**src/design/upsize_pkg.sv**
```systemverilog
// Widths, field types, burst and FSM encodings, and lane constants for the write upsizer
package upsize_pkg;

  // --------------------------------------------------
  // Widths
  // --------------------------------------------------

  localparam int ADDR_WIDTH        = 16;
  localparam int NARROW_BYTES      = 4;
  localparam int WIDE_BYTES        = 8;
  localparam int NARROW_DATA_WIDTH = 8 * NARROW_BYTES;
  localparam int WIDE_DATA_WIDTH   = 8 * WIDE_BYTES;

  // Size code of a full wide beat
  localparam int WIDE_SIZE = 3;

  // --------------------------------------------------
  // Field types
  // --------------------------------------------------

  typedef logic [ADDR_WIDTH-1:0]        addr_t;
  typedef logic [7:0]                   len_t;
  typedef logic [2:0]                   size_t;
  typedef logic [3:0]                   cache_t;
  typedef logic [1:0]                   resp_t;
  typedef logic [NARROW_DATA_WIDTH-1:0] narrow_data_t;
  typedef logic [NARROW_BYTES-1:0]      narrow_strb_t;
  typedef logic [WIDE_DATA_WIDTH-1:0]   wide_data_t;
  typedef logic [WIDE_BYTES-1:0]        wide_strb_t;

  typedef enum logic [1:0] {
    FIXED = 2'd0,
    INCR  = 2'd1,
    WRAP  = 2'd2
  } burst_t;

  // Write FSM modes
  typedef enum logic [1:0] {
    W_IDLE = 2'd0,
    W_PASS = 2'd1,
    W_PACK = 2'd2
  } w_state_t;

  // Bufferable/modifiable attribute bit
  localparam cache_t CACHE_MODIFIABLE = 4'b0010;

  // --------------------------------------------------
  // Lane constants
  // --------------------------------------------------

  localparam int    WIDE_OFFS_WIDTH = $clog2(WIDE_BYTES);
  localparam addr_t WIDE_MASK       = addr_t'(WIDE_BYTES - 1);

endpackage

```
**src/design/beat_tracker.sv**
```systemverilog
// Remaining narrow beat counter and running narrow address with wide word end detection
`timescale 1ns/1ns

module beat_tracker (
  input  logic              clk_i,
  input  logic              rst_ni,
  input  logic              start_i,
  input  upsize_pkg::addr_t addr_i,
  input  upsize_pkg::len_t  len_i,
  input  upsize_pkg::size_t size_i,
  input  logic              beat_taken_i,
  output upsize_pkg::addr_t cur_addr_o,
  output upsize_pkg::size_t cur_size_o,
  output logic              last_beat_o,
  output logic              word_end_o,
  output logic              done_o
);
  import upsize_pkg::*;

  addr_t addr_q;
  addr_t next_addr;
  addr_t size_mask;
  len_t  cnt_q;
  size_t size_q;
  logic  active_q;

  // Next beat starts at the following size-aligned address
  assign size_mask = (addr_t'(1) << size_q) - addr_t'(1);
  assign next_addr = (addr_q & ~size_mask) + (addr_t'(1) << size_q);

  always_ff @(posedge clk_i or negedge rst_ni) begin
    if (!rst_ni) begin
      addr_q   <= '0;
      cnt_q    <= '0;
      size_q   <= '0;
      active_q <= 1'b0;
    end else if (start_i) begin
      addr_q   <= addr_i;
      cnt_q    <= len_i;
      size_q   <= size_i;
      active_q <= 1'b1;
    end else if (beat_taken_i) begin
      addr_q <= next_addr;
      if (cnt_q == '0) begin
        active_q <= 1'b0;
      end else begin
        cnt_q <= cnt_q - len_t'(1);
      end
    end
  end

  assign cur_addr_o  = addr_q;
  assign cur_size_o  = size_q;
  assign done_o      = !active_q;
  assign last_beat_o = active_q && (cnt_q == '0);

  // Ship the wide word when the next beat lands in another one
  assign word_end_o = last_beat_o ||
    (next_addr[ADDR_WIDTH-1:WIDE_OFFS_WIDTH] != addr_q[ADDR_WIDTH-1:WIDE_OFFS_WIDTH]);

  a_no_beat_when_done : assert property (@(posedge clk_i) disable iff (!rst_ni)
    !(beat_taken_i && done_o))
    else $error("Narrow beat accepted with no beats left in the burst");

endmodule

```
**src/design/lane_packer.sv**
```systemverilog
// Wide data and strobe register with narrow to wide byte lane steering
`timescale 1ns/1ns

module lane_packer (
  input  logic                     clk_i,
  input  logic                     rst_ni,
  input  logic                     pack_i,
  input  logic                     hdr_sent_i,
  input  upsize_pkg::addr_t        cur_addr_i,
  input  upsize_pkg::size_t        cur_size_i,
  input  logic                     last_beat_i,
  input  logic                     word_end_i,
  input  upsize_pkg::narrow_data_t slv_w_data_i,
  input  upsize_pkg::narrow_strb_t slv_w_strb_i,
  input  logic                     slv_w_valid_i,
  input  logic                     mst_w_ready_i,
  output logic                     slv_w_ready_o,
  output logic                     beat_taken_o,
  output upsize_pkg::wide_data_t   mst_w_data_o,
  output upsize_pkg::wide_strb_t   mst_w_strb_o,
  output logic                     mst_w_last_o,
  output logic                     mst_w_valid_o,
  output logic                     wide_xfer_last_o
);
  import upsize_pkg::*;

  logic [WIDE_BYTES-1:0] lane_en;
  addr_t                 size_mask, beat_end;
  wide_data_t            steer_data, data_q, data_d;
  wide_strb_t            steer_strb, strb_q, strb_d;
  logic                  valid_q, valid_d;
  logic                  last_q, last_d;
  logic                  wide_xfer;

  // Accept only while the wide register is empty or draining
  assign slv_w_ready_o = hdr_sent_i && (!valid_q || mst_w_ready_i);
  assign beat_taken_o  = slv_w_valid_i && slv_w_ready_o;
  assign wide_xfer     = valid_q && mst_w_ready_i;

  // --------------------------------------------------
  // Lane steering
  // --------------------------------------------------

  // Beat covers cur_addr up to the end of its size-aligned span
  assign size_mask = (addr_t'(1) << cur_size_i) - addr_t'(1);
  assign beat_end  = (cur_addr_i & ~size_mask) + (addr_t'(1) << cur_size_i);

  always_comb begin
    addr_t byte_addr;
    for (int w = 0; w < WIDE_BYTES; w++) begin
      byte_addr  = {cur_addr_i[ADDR_WIDTH-1:WIDE_OFFS_WIDTH], WIDE_OFFS_WIDTH'(w)};
      lane_en[w] = (byte_addr >= cur_addr_i) && (byte_addr < beat_end);
      steer_data[8*w +: 8] = slv_w_data_i[8*(w % NARROW_BYTES) +: 8];
      steer_strb[w]        = slv_w_strb_i[w % NARROW_BYTES];
    end
  end

  // --------------------------------------------------
  // Wide register
  // --------------------------------------------------

  always_comb begin
    data_d  = data_q;
    strb_d  = strb_q;
    valid_d = valid_q;
    last_d  = last_q;
    // Cleared on transfer so untouched lanes go out as zero
    if (wide_xfer) begin
      data_d  = '0;
      strb_d  = '0;
      valid_d = 1'b0;
      last_d  = 1'b0;
    end
    if (beat_taken_o) begin
      for (int w = 0; w < WIDE_BYTES; w++) begin
        if (lane_en[w]) begin
          data_d[8*w +: 8] = steer_data[8*w +: 8];
          strb_d[w]        = steer_strb[w];
        end
      end
      if (!pack_i || word_end_i) begin
        valid_d = 1'b1;
      end
      last_d = last_beat_i;
    end
  end

  always_ff @(posedge clk_i or negedge rst_ni) begin
    if (!rst_ni) begin
      data_q  <= '0;
      strb_q  <= '0;
      valid_q <= 1'b0;
      last_q  <= 1'b0;
    end else begin
      data_q  <= data_d;
      strb_q  <= strb_d;
      valid_q <= valid_d;
      last_q  <= last_d;
    end
  end

  assign mst_w_data_o     = data_q;
  assign mst_w_strb_o     = strb_q;
  assign mst_w_valid_o    = valid_q;
  assign mst_w_last_o     = last_q;
  assign wide_xfer_last_o = wide_xfer && last_q;

  a_w_data_stable : assert property (@(posedge clk_i) disable iff (!rst_ni)
    mst_w_valid_o && !mst_w_ready_i |=> $stable(mst_w_data_o))
    else $error("Wide write data changed while stalled");

endmodule

```
**src/design/w_upsize_ctrl.sv**
```systemverilog
// Write burst FSM with outbound header register and packed length computation
`timescale 1ns/1ns

module w_upsize_ctrl (
  input  logic               clk_i,
  input  logic               rst_ni,
  input  upsize_pkg::addr_t  aw_addr_i,
  input  upsize_pkg::len_t   aw_len_i,
  input  upsize_pkg::size_t  aw_size_i,
  input  upsize_pkg::burst_t aw_burst_i,
  input  upsize_pkg::cache_t aw_cache_i,
  input  logic               aw_valid_i,
  input  logic               mst_aw_ready_i,
  input  logic               done_i,
  input  logic               wide_xfer_last_i,
  output logic               aw_ready_o,
  output upsize_pkg::addr_t  mst_aw_addr_o,
  output upsize_pkg::len_t   mst_aw_len_o,
  output upsize_pkg::size_t  mst_aw_size_o,
  output upsize_pkg::burst_t mst_aw_burst_o,
  output upsize_pkg::cache_t mst_aw_cache_o,
  output logic               mst_aw_valid_o,
  output logic               start_o,
  output logic               pack_o,
  output logic               hdr_sent_o
);
  import upsize_pkg::*;

  w_state_t state_q, state_d;
  logic     aw_valid_q, aw_valid_d;
  logic     hdr_sent_q, hdr_sent_d;
  logic     aw_hs;
  logic     upsize;
  addr_t    hdr_addr_q;
  len_t     hdr_len_q, hdr_len_d;
  size_t    hdr_size_q, hdr_size_d;
  burst_t   hdr_burst_q;
  cache_t   hdr_cache_q;
  addr_t    size_mask, addr_start, addr_end;

  assign aw_ready_o = (state_q == W_IDLE);
  assign aw_hs      = aw_valid_i && aw_ready_o;
  assign start_o    = aw_hs;
  assign upsize     = (aw_burst_i == INCR) && ((aw_cache_i & CACHE_MODIFIABLE) != '0);

  // --------------------------------------------------
  // Outbound header
  // --------------------------------------------------

  // Count of wide words touched between first and last narrow beat
  assign size_mask  = (addr_t'(1) << aw_size_i) - addr_t'(1);
  assign addr_start = aw_addr_i & ~WIDE_MASK;
  assign addr_end   = ((aw_addr_i & ~size_mask) + (addr_t'(aw_len_i) << aw_size_i)) & ~WIDE_MASK;
  assign hdr_len_d  = upsize ? len_t'((addr_end - addr_start) >> WIDE_SIZE) : aw_len_i;
  assign hdr_size_d = upsize ? size_t'(WIDE_SIZE) : aw_size_i;

  always_ff @(posedge clk_i) begin
    if (aw_hs) begin
      hdr_addr_q  <= aw_addr_i;
      hdr_len_q   <= hdr_len_d;
      hdr_size_q  <= hdr_size_d;
      hdr_burst_q <= aw_burst_i;
      hdr_cache_q <= aw_cache_i;
    end
  end

  assign mst_aw_addr_o  = hdr_addr_q;
  assign mst_aw_len_o   = hdr_len_q;
  assign mst_aw_size_o  = hdr_size_q;
  assign mst_aw_burst_o = hdr_burst_q;
  assign mst_aw_cache_o = hdr_cache_q;
  assign mst_aw_valid_o = aw_valid_q;

  // --------------------------------------------------
  // Burst FSM
  // --------------------------------------------------

  always_comb begin
    state_d    = state_q;
    aw_valid_d = aw_valid_q;
    hdr_sent_d = hdr_sent_q;
    case (state_q)
      W_IDLE: begin
        if (aw_hs) begin
          state_d    = upsize ? W_PACK : W_PASS;
          aw_valid_d = 1'b1;
          hdr_sent_d = 1'b0;
        end
      end
      W_PASS, W_PACK: begin
        if (aw_valid_q && mst_aw_ready_i) begin
          aw_valid_d = 1'b0;
          hdr_sent_d = 1'b1;
        end
        // Burst ends with the last wide beat
        if (wide_xfer_last_i) begin
          state_d    = W_IDLE;
          hdr_sent_d = 1'b0;
        end
      end
      default: state_d = W_IDLE;
    endcase
  end

  always_ff @(posedge clk_i or negedge rst_ni) begin
    if (!rst_ni) begin
      state_q    <= W_IDLE;
      aw_valid_q <= 1'b0;
      hdr_sent_q <= 1'b0;
    end else begin
      state_q    <= state_d;
      aw_valid_q <= aw_valid_d;
      hdr_sent_q <= hdr_sent_d;
    end
  end

  assign pack_o = (state_q == W_PACK);

  // Data window closes once the tracker has seen every narrow beat
  assign hdr_sent_o = hdr_sent_q && !done_i;

  a_aw_hold : assert property (@(posedge clk_i) disable iff (!rst_ni)
    mst_aw_valid_o && !mst_aw_ready_i |=> mst_aw_valid_o && $stable(mst_aw_addr_o))
    else $error("mst_aw_valid_o dropped or header changed before handshake");

endmodule

```
**src/design/w_upsizer_top.sv**
```systemverilog
// Write path upsizer top with controller, beat tracker, lane packer and response pass-through
`timescale 1ns/1ns

module w_upsizer_top (
  input  logic                     clk_i,
  input  logic                     rst_ni,
  // Narrow side header
  input  upsize_pkg::addr_t        slv_aw_addr_i,
  input  upsize_pkg::len_t         slv_aw_len_i,
  input  upsize_pkg::size_t        slv_aw_size_i,
  input  upsize_pkg::burst_t       slv_aw_burst_i,
  input  upsize_pkg::cache_t       slv_aw_cache_i,
  input  logic                     slv_aw_valid_i,
  output logic                     slv_aw_ready_o,
  // Narrow side data
  input  upsize_pkg::narrow_data_t slv_w_data_i,
  input  upsize_pkg::narrow_strb_t slv_w_strb_i,
  input  logic                     slv_w_valid_i,
  output logic                     slv_w_ready_o,
  // Narrow side response
  output upsize_pkg::resp_t        slv_b_resp_o,
  output logic                     slv_b_valid_o,
  input  logic                     slv_b_ready_i,
  // Wide side header
  output upsize_pkg::addr_t        mst_aw_addr_o,
  output upsize_pkg::len_t         mst_aw_len_o,
  output upsize_pkg::size_t        mst_aw_size_o,
  output upsize_pkg::burst_t       mst_aw_burst_o,
  output upsize_pkg::cache_t       mst_aw_cache_o,
  output logic                     mst_aw_valid_o,
  input  logic                     mst_aw_ready_i,
  // Wide side data
  output upsize_pkg::wide_data_t   mst_w_data_o,
  output upsize_pkg::wide_strb_t   mst_w_strb_o,
  output logic                     mst_w_last_o,
  output logic                     mst_w_valid_o,
  input  logic                     mst_w_ready_i,
  // Wide side response
  input  upsize_pkg::resp_t        mst_b_resp_i,
  input  logic                     mst_b_valid_i,
  output logic                     mst_b_ready_o
);
  import upsize_pkg::*;

  logic  start, pack, hdr_sent;
  logic  last_beat, word_end, done;
  logic  beat_taken, wide_xfer_last;
  addr_t cur_addr;
  size_t cur_size;

  w_upsize_ctrl ctrl_i (
    .clk_i            (clk_i),
    .rst_ni           (rst_ni),
    .aw_addr_i        (slv_aw_addr_i),
    .aw_len_i         (slv_aw_len_i),
    .aw_size_i        (slv_aw_size_i),
    .aw_burst_i       (slv_aw_burst_i),
    .aw_cache_i       (slv_aw_cache_i),
    .aw_valid_i       (slv_aw_valid_i),
    .mst_aw_ready_i   (mst_aw_ready_i),
    .done_i           (done),
    .wide_xfer_last_i (wide_xfer_last),
    .aw_ready_o       (slv_aw_ready_o),
    .mst_aw_addr_o    (mst_aw_addr_o),
    .mst_aw_len_o     (mst_aw_len_o),
    .mst_aw_size_o    (mst_aw_size_o),
    .mst_aw_burst_o   (mst_aw_burst_o),
    .mst_aw_cache_o   (mst_aw_cache_o),
    .mst_aw_valid_o   (mst_aw_valid_o),
    .start_o          (start),
    .pack_o           (pack),
    .hdr_sent_o       (hdr_sent)
  );

  // Tracker follows the narrow burst as issued by the master
  beat_tracker tracker_i (
    .clk_i        (clk_i),
    .rst_ni       (rst_ni),
    .start_i      (start),
    .addr_i       (slv_aw_addr_i),
    .len_i        (slv_aw_len_i),
    .size_i       (slv_aw_size_i),
    .beat_taken_i (beat_taken),
    .cur_addr_o   (cur_addr),
    .cur_size_o   (cur_size),
    .last_beat_o  (last_beat),
    .word_end_o   (word_end),
    .done_o       (done)
  );

  lane_packer packer_i (
    .clk_i            (clk_i),
    .rst_ni           (rst_ni),
    .pack_i           (pack),
    .hdr_sent_i       (hdr_sent),
    .cur_addr_i       (cur_addr),
    .cur_size_i       (cur_size),
    .last_beat_i      (last_beat),
    .word_end_i       (word_end),
    .slv_w_data_i     (slv_w_data_i),
    .slv_w_strb_i     (slv_w_strb_i),
    .slv_w_valid_i    (slv_w_valid_i),
    .mst_w_ready_i    (mst_w_ready_i),
    .slv_w_ready_o    (slv_w_ready_o),
    .beat_taken_o     (beat_taken),
    .mst_w_data_o     (mst_w_data_o),
    .mst_w_strb_o     (mst_w_strb_o),
    .mst_w_last_o     (mst_w_last_o),
    .mst_w_valid_o    (mst_w_valid_o),
    .wide_xfer_last_o (wide_xfer_last)
  );

  // Response needs no conversion
  assign slv_b_resp_o  = mst_b_resp_i;
  assign slv_b_valid_o = mst_b_valid_i;
  assign mst_b_ready_o = slv_b_ready_i;

endmodule

```
**config.mk**
```make
export PLATFORM = sky130hd
export DESIGN_NAME = w_upsizer_top
export DESIGN_NICKNAME = d
export VERILOG_FILES = /design/src/design/upsize_pkg.sv /design/src/design/beat_tracker.sv /design/src/design/lane_packer.sv /design/src/design/w_upsize_ctrl.sv /design/src/design/w_upsizer_top.sv
export SDC_FILE = /design/constraint.sdc
export NUM_CORES = 1
export LEC_CHECK = 0
export ABC_CLOCK_PERIOD_IN_PS = 7400
export BUFFER_PORTS_ARGS = -buffer_cell sky130_fd_sc_hd__buf_2
export CORE_UTILIZATION = 55
export CTS_CLUSTER_DIAMETER = 150
export CTS_CLUSTER_SIZE = 28
export DETAILED_ROUTE_END_ITERATION = 6
export PLACE_DENSITY_LB_ADDON = 0.05
export RECOVER_POWER = 25
export SLEW_MARGIN = 30
export SYNTH_ARGS = -nofsm -noshare
export SYNTH_HDL_FRONTEND = slang
export SYNTH_SLANG_ARGS = --single-unit
export TNS_END_PERCENT = 1
```
**constraint.sdc**
```tcl
create_clock -name clk_i -period 7.4 [get_ports clk_i]
set_clock_uncertainty 0.05 [all_clocks]
set_input_delay 0.37 -clock clk_i [delete_from_list [all_inputs] [get_ports clk_i]]
set_output_delay 0.37 -clock clk_i [all_outputs]
set_load 0.01 [all_outputs]
```
======== Yosys cells after proc, flatten, opt, wreduce, memory -nomap -nowiden ========
Index checks and enable logic that the tools add are counted.
storage, ports and cells
  register bits ........................... 139
  input bits .............................. 79
  output and inout port bits .............. 114
operators by class
  $add $sub $neg .......................... 6
  magnitude comparators ................... 16
  equality and inequality tests ........... 9
  shifts and indexed selects .............. 3
  muxes and demuxes ....................... 45
  bitwise operators ....................... 4
  reduce and logical (&&, ||, !) cells .... 34
operator list
  cell                                                count
  >= comparator 16 bit                                8
  less-than comparator 16 bit                         8
  two-way mux 64 bit                                  2
  two-way mux 8 bit                                   14
  two-way mux 16 bit                                  2
  two-way mux 1 bit                                   21
  logical AND 1 bit                                   17
  adder 16 bit                                        1
  AND 16 bit                                          1
  NOT 16 bit                                          1
  left shift 1 x 3 -> 16 bit, first input constant    1
  subtractor 16 x 1 -> 16 bit, second input constant  1
  != test 13 bit                                      1
  adder 11 bit                                        1
  AND 11 bit                                          1
  NOT 11 bit                                          1
  left shift 1 x 3 -> 11 bit, first input constant    1
  left shift 8 x 3 -> 11 bit                          1
  subtractor 11 x 1 -> 11 bit, second input constant  1
  subtractor 11 bit                                   1
  logical NOT 8 bit                                   1
  nonzero test 2 bit                                  4
  subtractor 8 x 1 -> 8 bit, second input constant    1
  two-way mux 2 bit                                   3
  other kinds (13)                                    23

======== Depth between registers and ports, before layout ========
Gate-level depths: netlist of the first run.
  depth in word-level cells ............... 10
  depth in mapped cells ................... 25
  depth with buffers taken out ............ 21

======== Cells and area by module ========
Synthesis of the first run repeated with hierarchy kept, for this count alone.
unflattened totals
  cells, all modules ...................... 1071
  area, all modules ....................... 9649.3 um^2
by module, submodules not included
  module         times used  cells an instance  area an instance (um^2)
  lane_packer    1           496                4536.9
  beat_tracker   1           335                2658.8
  w_upsize_ctrl  1           236                2423.6
  w_upsizer_top  1           4                  30.0

======== Least setup slack after synthesis of the first run ========
OpenSTA, ideal clock, no wires.
  kind .................................... register to register
  start point ............................. register tracker_i.size_q[2] (netlist: tracker_i.cur_size_o[2])
  end point ............................... register packer_i.data_q[24] (netlist: packer_i.mst_w_data_o[24])
  library setup time ...................... 0.130 ns
  arrival time ............................ 4.819 ns
  slack ................................... 2.401 ns
  cell stages (with the launch flop) ...... 24
  path through ............................ dfrtp_1 -> buf_6 -> clkbuf_1 -> and3_1 -> inv_1 -> ha_1 -> and2_1 -> ha_1 -> a41oi_1 -> o31ai_1 -> and2b_1 -> and3_1 -> xor2_1 -> ha_1 -> nand3_1 -> nor2_1 -> nand2_1 -> or3_1 -> o221ai_1 -> or2_0 -> clkbuf_1 -> nor3_1 -> buf_2 -> mux2i_1
on the way
  longest elaborated chain between the ends .. 9
ends and longest elaborated chain
  element                          line                                  RTL
  start: declaration               beat_tracker.sv:24                    size_t size_q;
  start signal: assignment         beat_tracker.sv:40                    size_q <= size_i;
  left shift 1 x 3 -> 16 bit (*)   lane_packer.sv:45, lane_packer.sv:46
  subtractor 16 x 1 -> 16 bit      lane_packer.sv:45                     assign size_mask = (addr_t'(1) << cur_size_i) - addr_t'(1);
  NOT 16 bit                       lane_packer.sv:46                     assign beat_end = (cur_addr_i & ~size_mask) + (addr_t'(1) << cur_size_i);
  AND 16 bit                       lane_packer.sv:46
  adder 16 bit (*)                 lane_packer.sv:46
  less-than comparator 16 bit (*)  lane_packer.sv:52                     lane_en[w] = (byte_addr >= cur_addr_i) && (byte_addr < beat_end);
  logical AND 1 bit (*)            lane_packer.sv:52
  two-way mux 8 bit (*)            lane_packer.sv:76                     if (lane_en[w]) begin
  two-way mux 64 bit (*)           lane_packer.sv:74                     if (beat_taken_o) begin
  named net packer_i.data_d[24]    lane_packer.sv:29                     wide_data_t steer_data, data_q, data_d;
  end signal: assignment           lane_packer.sv:95                     data_q <= data_d;
  end: declaration                 lane_packer.sv:29
Mark *: on every way through the listed nets, which the timed path passes. The rest lies on a longest branch.
A chain may end at the register's enable or synchronous reset.

======== Worst setup path after layout of the first run ========
  start point ............................. register tracker_i.size_q[2] (netlist: tracker_i.cur_size_o[2])
  end point ............................... register packer_i.data_q[32] (netlist: packer_i.mst_w_data_o[32])
The elaborated chain is that of the path after synthesis.

==> results of run 1 <==
==> what timing repair did <==
action                                 CTS  global route
hold buffers                             1             0
endpoints found under the hold margin   50             0
setup buffers                            0             0
==> synthesized netlist by cell type, drive strengths merged (7+ instances only) <==
| cell type | instances | area, um^2 |
|---|---|---|
| a211oi | 7 | 52.6 |
| a21o | 12 | 90.1 |
| a21oi | 29 | 145 |
| a31oi | 12 | 90.1 |
| and2 | 10 | 62.6 |
| and3 | 11 | 73.8 |
| buf | 21 | 139 |
| clkbuf | 29 | 110 |
| dfrtp | 106 | 2650 |
| edfxtp | 33 | 991 |
| ha | 38 | 475 |
| inv | 58 | 218 |
| mux2 | 7 | 78.8 |
| mux2i | 84 | 841 |
| nand2 | 154 | 578 |
| nand2b | 10 | 62.6 |
| nand3 | 14 | 70.1 |
| nor2 | 44 | 173 |
| nor2b | 7 | 43.8 |
| nor3 | 17 | 90.1 |
| o21ai | 57 | 297 |
| xnor2 | 20 | 175 |
| xor2 | 12 | 105 |
==> layer usage <==
metal  track usage  share of wire  wire, um  up-vias
li1              -              -         -     3254
met1         0.352           0.47      9110     3134
met2         0.413           0.47      9150      157
met3        0.0691          0.042       809       36
met4        0.0828          0.020       391        0
met5             0              0         0        -
==> state kept, by name (all words and copies together), names as in the netlist <==
signal,cells
ctrl_i.mst_aw_valid_o,1
packer_i.mst_w_strb_o,8
ctrl_i.mst_aw_len_o,8
packer_i.mst_w_valid_o,1
packer_i.mst_w_last_o,1
ctrl_i.hdr_sent_q,1
tracker_i.cur_addr_o,16
packer_i.mst_w_data_o,64
ctrl_i.mst_aw_addr_o,16
tracker_i.cur_size_o,3
ctrl_i.mst_aw_cache_o,4
ctrl_i.state_q,2
tracker_i.active_q,1
tracker_i.cnt_q,8
ctrl_i.mst_aw_burst_o,2
ctrl_i.mst_aw_size_o,3
==> worst paths after layout <==
check	from	endpoint	slack, ps	cells after the start
worst max-delay path	tracker_i.cur_size_o[2]$_DFFE_PN0P_	packer_i.mst_w_data_o[32]$_DFF_PN0_	1670	19
worst min-delay path	slv_aw_cache_i[3]	ctrl_i.mst_aw_cache_o[3]$_DFFE_PP_	70	1
worst max register to register	tracker_i.cur_size_o[2]$_DFFE_PN0P_	packer_i.mst_w_data_o[32]$_DFF_PN0_	1670	19
worst min register to register	packer_i.mst_w_data_o[3]$_DFF_PN0_	packer_i.mst_w_data_o[3]$_DFF_PN0_	470	2
max in group asynchronous	rst_ni	packer_i.mst_w_data_o[19]$_DFF_PN0_	4150	3
min in group asynchronous	rst_ni	tracker_i.cur_addr_o[13]$_DFFE_PN0P_	1300	2
==> layout by cell type, fill, tap and decap left out, drive strengths merged, types with 14 or more instances in the layout <==
master  count
buf       155
nand2     154
dfrtp     106
mux2i      84
inv        62
o21ai      57
clkbuf     57
nor2       44
ha         38
edfxtp     33
a21oi      29
xnor2      20
nor3       17
nand3      14
==> cell type report <==
class / count / area, um^2
fill: 1211 / 4770
multi-input combinational: 605 / 4110
sequential: 139 / 3640
timing repair buffer: 192 / 938
clock buffer: 21 / 450
tap: 184 / 230
inverter: 60 / 225
clock inverter: 11 / 113
==> cells by family (layout without fill, tap and decap cells) <==
kind of cell             count (synthesis)  in the layout  share of synthesized area
AND/OR/NAND/NOR                        292            292                      0.167
adder cells (fa/ha/maj)                 39             39                     0.0607
multiplexers                            91             91                      0.113
buffers and inverters                  110            284                     0.0581
XOR/XNOR                                32             32                     0.0344
flip-flops                             139            139                      0.447
AO/OA/AOI/OAI                          151            151                      0.121
==> worst reg2reg max path: cells and delay by family, from the launching register on <==
family / cells / cell delay, ps
AO/OA/AOI/OAI: 4 / 1360
XOR/XNOR: 1 / 210
adder cells (fa/ha/maj): 2 / 620
buffers and inverters: 1 / 120
flip-flops: 1 / 610
multiplexers: 1 / 300
AND/OR/NAND/NOR: 10 / 2380
==> power by group <==
group | internal (mW) | switching [mW] | total [mW] | leakage, nW
clock | 0.476 | 0.341 | 0.818 | 0.274
combinational | 0.665 | 0.955 | 1.62 | 2.60
sequential | 1.05 | 0.238 | 1.29 | 1.68
total | 2.19 | 1.53 | 3.73 | 4.55
==> through the flow <==
step / cell area (um^2) / setup slack, ps / total power, mW / utilization / instances
floorplan: 8160 / 2400 / 2.43 / - / 854
global placement: 9160 / 1810 / 2.90 / 0.632 / 1179
detailed placement: 9170 / 1730 / 2.92 / 0.633 / 1179
CTS: 9740 / 1720 / 3.75 / 0.673 / 1212
global route: 9710 / 1100 / 4.03 / 0.671 / 1212
finish: 9710 / 1670 / 3.73 / 0.671 / 1212
==> results.md, run 1 <==
* CP cell instances: nor3_1 > inv_1 > ha_1 > nand2_1 > nand2_1 > nor3b_1 > o2bb2ai_2 > and3_1 > nand3_1 > xnor2_1 > ha_1 > nand3_1 > nor2_1 > nand4_1 > o31a_1 > o221ai_1 > or2_0 > a2111oi_4 > mux2i_1
* Status: finished with violations
* Synth warnings at 0
* Critical Path Fanout Max at 21
* Distinct cells, synth at 71
* Gpl congestion at 0.834
* Die Height at 124 um
* Htree depth at 4
* Vias per cell at 5.43
* Final nets at 1133
* Sequential fraction of the synthesis area at 0.447
* Setup Viol. Count Final at 0
* Clock buffer count from CTS at 17
* Worst path bufs/invs at 1
* Critical path data required time at 7690 ps
* Pwr dens at 384 mW/mm^2
* Slowest-stage cell, CP: a2111oi_4
* RSZ-0062 raised after global routing: no
* First-iteration detailed-routing DRC count at 360
* Antenna diode count at 0
* All-layer global routing usage at 0.262
* Mapped Area at 0.00816 mm^2
* Clk root buf: clkbuf_16
* Final period utilization at 0.774
* Violated checks: capacitance limit, slew limit
* Wire per inst at 16.0 um
* Ys async rst share at 0.763
* Die area at 0.0153 mm^2
* Post-synth EDFFs at 33
* Clk Latency, worst-skew pair at 420 ps
* P&R area growth vs syn at 19.0%
* CTS clk-pin slew, worst paths at 60 ps
* Initial antenna violation count at 0
* Vias at 6581
* Grt total ovfl at 0
* Leak pwr at 4.55 nW
* CP max stage delay at 820 ps
* Die width at 124 um
* CP arrival at 6010 ps
* Critical path class: reg -> reg
* Relative slew slack at -0.811
* Final hold slack at 70.8 ps
* DRC at 0
* Worst-margin pin slew at 2720 ps
* I/O Pins at 193
* I/O Buffers at 184
* Post-synthesis cell count at 854
* Worst VDD drop at 212 uV
* Share of cells above drive strength 1 at 0.206
* Total Neg Setup Slack at 0 ps
* Clk buf depth at 2
* Max Slew Vio Count at 52
* First-pass GRT wire length at 30.6 mm
* Largest net degree at the start of global routing at 67
* Detailed Place HPWL at 13.9 mm
* Drt first pass iters at 5
* TritonCTS clock tree: built
* Hold Vio Cnt, Final at 0
* Syn_area_per_cell at 9.55 um^2
* Vias in the first global route at 6150
* Critical path launch point type: flop
* Seq cells post-synth at 139
* Core Rows at 44
* Top delay family on crit path: simple AND/OR/NAND/NOR gates
* CP endpoint kind: flop
* Post-route ant nets at 0
* Worst hold-check path type: in -> reg
* # resized after CTS at 0
* Ys flop type: dfrtp_1
* Final WL at 19.5 mm
* Fmax at 175 MHz
* Clock sink count at 139
* Max-Cap Viols at 1
* Post-layout min period at 5730 ps
* Starting Density at 0.564
* Core area at 0.0145 mm^2
* Syn_nets at 972
Power figures use the tool's default switching activity.
==> inputs of run 2 (changes only) <==
--- a/config.mk
+++ b/config.mk
@@ -5,9 +5,10 @@
 export SDC_FILE = /design/constraint.sdc
 export NUM_CORES = 1
 export LEC_CHECK = 0
-export ABC_CLOCK_PERIOD_IN_PS = 7400
+export ABC_AREA = 1
+export ABC_CLOCK_PERIOD_IN_PS = 4800
 export BUFFER_PORTS_ARGS = -buffer_cell sky130_fd_sc_hd__buf_2
-export CORE_UTILIZATION = 55
+export CORE_UTILIZATION = 50
 export CTS_CLUSTER_DIAMETER = 150
 export CTS_CLUSTER_SIZE = 28
 export DETAILED_ROUTE_END_ITERATION = 6
==> constraint.sdc (replaced) <==
create_clock -name clk_i -period 4.8 [get_ports clk_i]
set_clock_uncertainty 0.05 [all_clocks]
set_input_delay 0.24 -clock clk_i [delete_from_list [all_inputs] [get_ports clk_i]]
set_output_delay 0.24 -clock clk_i [all_outputs]
set_load 0.01 [all_outputs]
==> results.md, run 2 <==
* Most common cell after layout, fill and taps aside: nand2_1
* Post-route ant nets at 0
* Post-synthesis cell count at 1127
* Max reg flops at 64
* Seq cells post-synth at 139
* Max-Cap Viols at 1
* Top-count cell post-synth: nand2_1
* Final period utilization at 0.905
* Final WL at 22.9 mm
* First-iteration detailed-routing DRC count at 493
* Status: finished with violations
* Initial antenna violation count at 0
* Post-layout min period at 4350 ps
* Ys async rst share at 0.763
* Worst-margin pin slew at 3250 ps
* Post-synth top area cell: dfrtp_1
* Worst VDD drop at 363 uV
* Mapped Area at 0.00849 mm^2
* Gpl congestion at 0.923
* Vias per cell at 5.06
* Clock buffer count from CTS at 17
* Final Cell Area at 0.0104 mm^2
* Final hold slack at 16.1 ps
* Share of cells above drive strength 1 at 0.191
* Vias at 7924
* Core area at 0.0166 mm^2
* P&R area growth vs syn at 22.6%
* Sequential fraction of the synthesis area at 0.429
* DP Area at 0.00963 mm^2
* Most frequent cells in the layout: nand2_1 (291), inv_1 (169), buf_2 (165)
* Critical path launch point type: flop
* Die Height at 132 um
* Worst setup margin at 455 ps
* CP arrival at 4600 ps
* Die width at 132 um
* Post-synth EDFFs at 33
* Leak pwr at 5.50 nW
* I/O Buffers at 184
* Critical Path Fanout Max at 30
* Max Slew Vio Count at 70
* Core Rows at 47
* I/O Pins at 193
* Total Neg Setup Slack at 0 ps
* Clk buf depth at 2
* DRC at 0
* CTS clk-pin slew, worst paths at 60 ps
* Largest net degree at the start of global routing at 70
* TritonCTS clock tree: built
* Post-Place Worst Slack at 366 ps
* Setup Viol. Count Final at 0
* Clock sink count at 139
* RSZ-0062 raised after global routing: no
* Critical path data required time at 5050 ps
* Setup bufs post-CTS at 0
* Worst hold-check path type: in -> reg
* Fmax at 230 MHz
* Violated checks: capacitance limit, slew limit
* Detailed Place HPWL at 16.9 mm
* Distinct cells, synth at 48
* Htree depth at 4
* Synth warnings at 0
* Pwr dens at 602 mW/mm^2
* Syn_nets at 1245
* Grt total ovfl at 0
* Clk Latency, worst-skew pair at 420 ps
* Critical path class: reg -> reg
* Final nets at 1452
* First-pass GRT wire length at 37.5 mm
* Commonest cells in the netlist: nand2_1 (291), inv_1 (169), nor2_1 (144)
* Starting Density at 0.512
* All-layer global routing usage at 0.272
* Yosys top cell area share at 0.312
* Relative slew slack at -1.17
* Syn_area_per_cell at 7.53 um^2
* Die area at 0.0175 mm^2
* Antenna diode count at 0
* Ys flop type: dfrtp_1
* Wire per inst at 14.6 um
* Clk root buf: clkbuf_16
* Vias in the first global route at 7592
* Drt first pass iters at 5
* CP endpoint kind: flop
* Hold Vio Cnt, Final at 0
* Dominant cells by area after synthesis: dfrtp_1 (31%), nand2_1 (13%), edfxtp_1 (12%), inv_1 (7.5%), nand3_1 (6.4%)
==> run 2: changes by cell type in the layout (fill, tap and decap cells not counted), sizes merged, moves of 17 or more <==
| cell | before | now |
|---|---|---|
| nand2 | 154 | 305 |
| inv | 62 | 182 |
| nor2 | 44 | 154 |
| nand3 | 14 | 113 |
| mux2i | 84 | 1 |
| dlygate4sd3 | 1 | 27 |
| clkbuf | 57 | 37 |
| buf | 155 | 174 |
| xnor2 | 20 | 3 |
==> run 2: metrics by stage <==
stage / utilization / power, mW / instances
2_1_floorplan: - / 4.09 / 1127
3_3_place_gp: 0.580 / 5.01 / 1508
3_5_place_dp: 0.580 / 5.06 / 1508
4_1_cts: 0.628 / 6.29 / 1567
5_1_grt: 0.628 / 6.81 / 1567
6_report: 0.628 / 6.27 / 1567
==> run 2: power by group <==
group / switching [mW] / internal [mW] / leakage [nW] / total [mW]
Clock: 0.528 / 0.661 / 0.254 / 1.19
Sequential: 0.280 / 1.66 / 1.69 / 1.94
Combinational: 2.03 / 1.12 / 3.56 / 3.14
==> run 2: cell families after synthesis <==
logic type	count (synthesis)	synth area share
AOI/OAI and AO/OA	114	0.0840
muxes	1	0.00118
buffers and inverters	214	0.0986
DFF	139	0.429
adders and majority gates	39	0.0583
xor gates and xnor gates	25	0.0258
and+or+nand+nor	595	0.303
==> run 2: critical path: stages (launching register included) <==
cell and delay, ps:
dfrtp_2 480, nand2_1 150, nor2_1 160, inv_1 60, ha_1 280, nand2_1 60
inv_1 40, ha_1 300, nand3_1 110, nor2_1 170, nand3_1 120, nand3_2 160
nand3_1 120, nor2_1 140, xor2_1 200, ha_1 290, a21oi_1 120, a21boi_0 90
o21a_1 170, nor2_1 80, nand2_1 70, inv_2 50, nand2_2 120, nor2_4 160
buf_12 200, nand2_4 120, nand2_1 90, nand2_1 50
==> run 2: routing by layer <==
layer | vias up | wire length, um | global-route usage
met3 | 43 | 1300 | 0.0458
met5 | - | 0 | 0
met1 | 3612 | 10100 | 0.348
met2 | 268 | 10900 | 0.458
li1 | 4001 | - | -
met4 | 0 | 561 | 0.107
==> run 2: worst paths after layout <==
check	start	end	slack [ps]	cells past startpoint
setup / recovery	tracker_i.cur_size_o[2]$_DFFE_PN0P_	packer_i.mst_w_data_o[51]$_DFF_PN0_	450	27
hold / removal	slv_w_data_i[21]	packer_i.mst_w_data_o[21]$_DFF_PN0_	20	3
setup reg to reg	tracker_i.cur_size_o[2]$_DFFE_PN0P_	packer_i.mst_w_data_o[51]$_DFF_PN0_	450	27
hold reg to reg	tracker_i.active_q$_DFFE_PN0P_	tracker_i.active_q$_DFFE_PN0P_	470	2
max in group asynchronous	rst_ni	tracker_i.cur_size_o[1]$_DFFE_PN0P_	1030	2
min in group asynchronous	rst_ni	packer_i.mst_w_data_o[33]$_DFF_PN0_	1600	2
==> run 2: repair_timing <==
| item | in CTS | in global routing |
|---|---|---|
| gates resized for setup | 0 | 5 |
| hold buffers | 27 | 0 |
| hold endpoints to repair | 94 | 0 |
| endpoints found under the setup margin | 0 | 72 |
==> run 2: layout make-up <==
cell class / instances / area (um^2)
clock buffer: 18 / 429
tap: 220 / 275
sequential: 139 / 3650
clock inverter: 14 / 97.6
inverter: 181 / 679
fill: 1516 / 6170
timing repair buffer: 221 / 1260
multi-input combinational: 774 / 4020
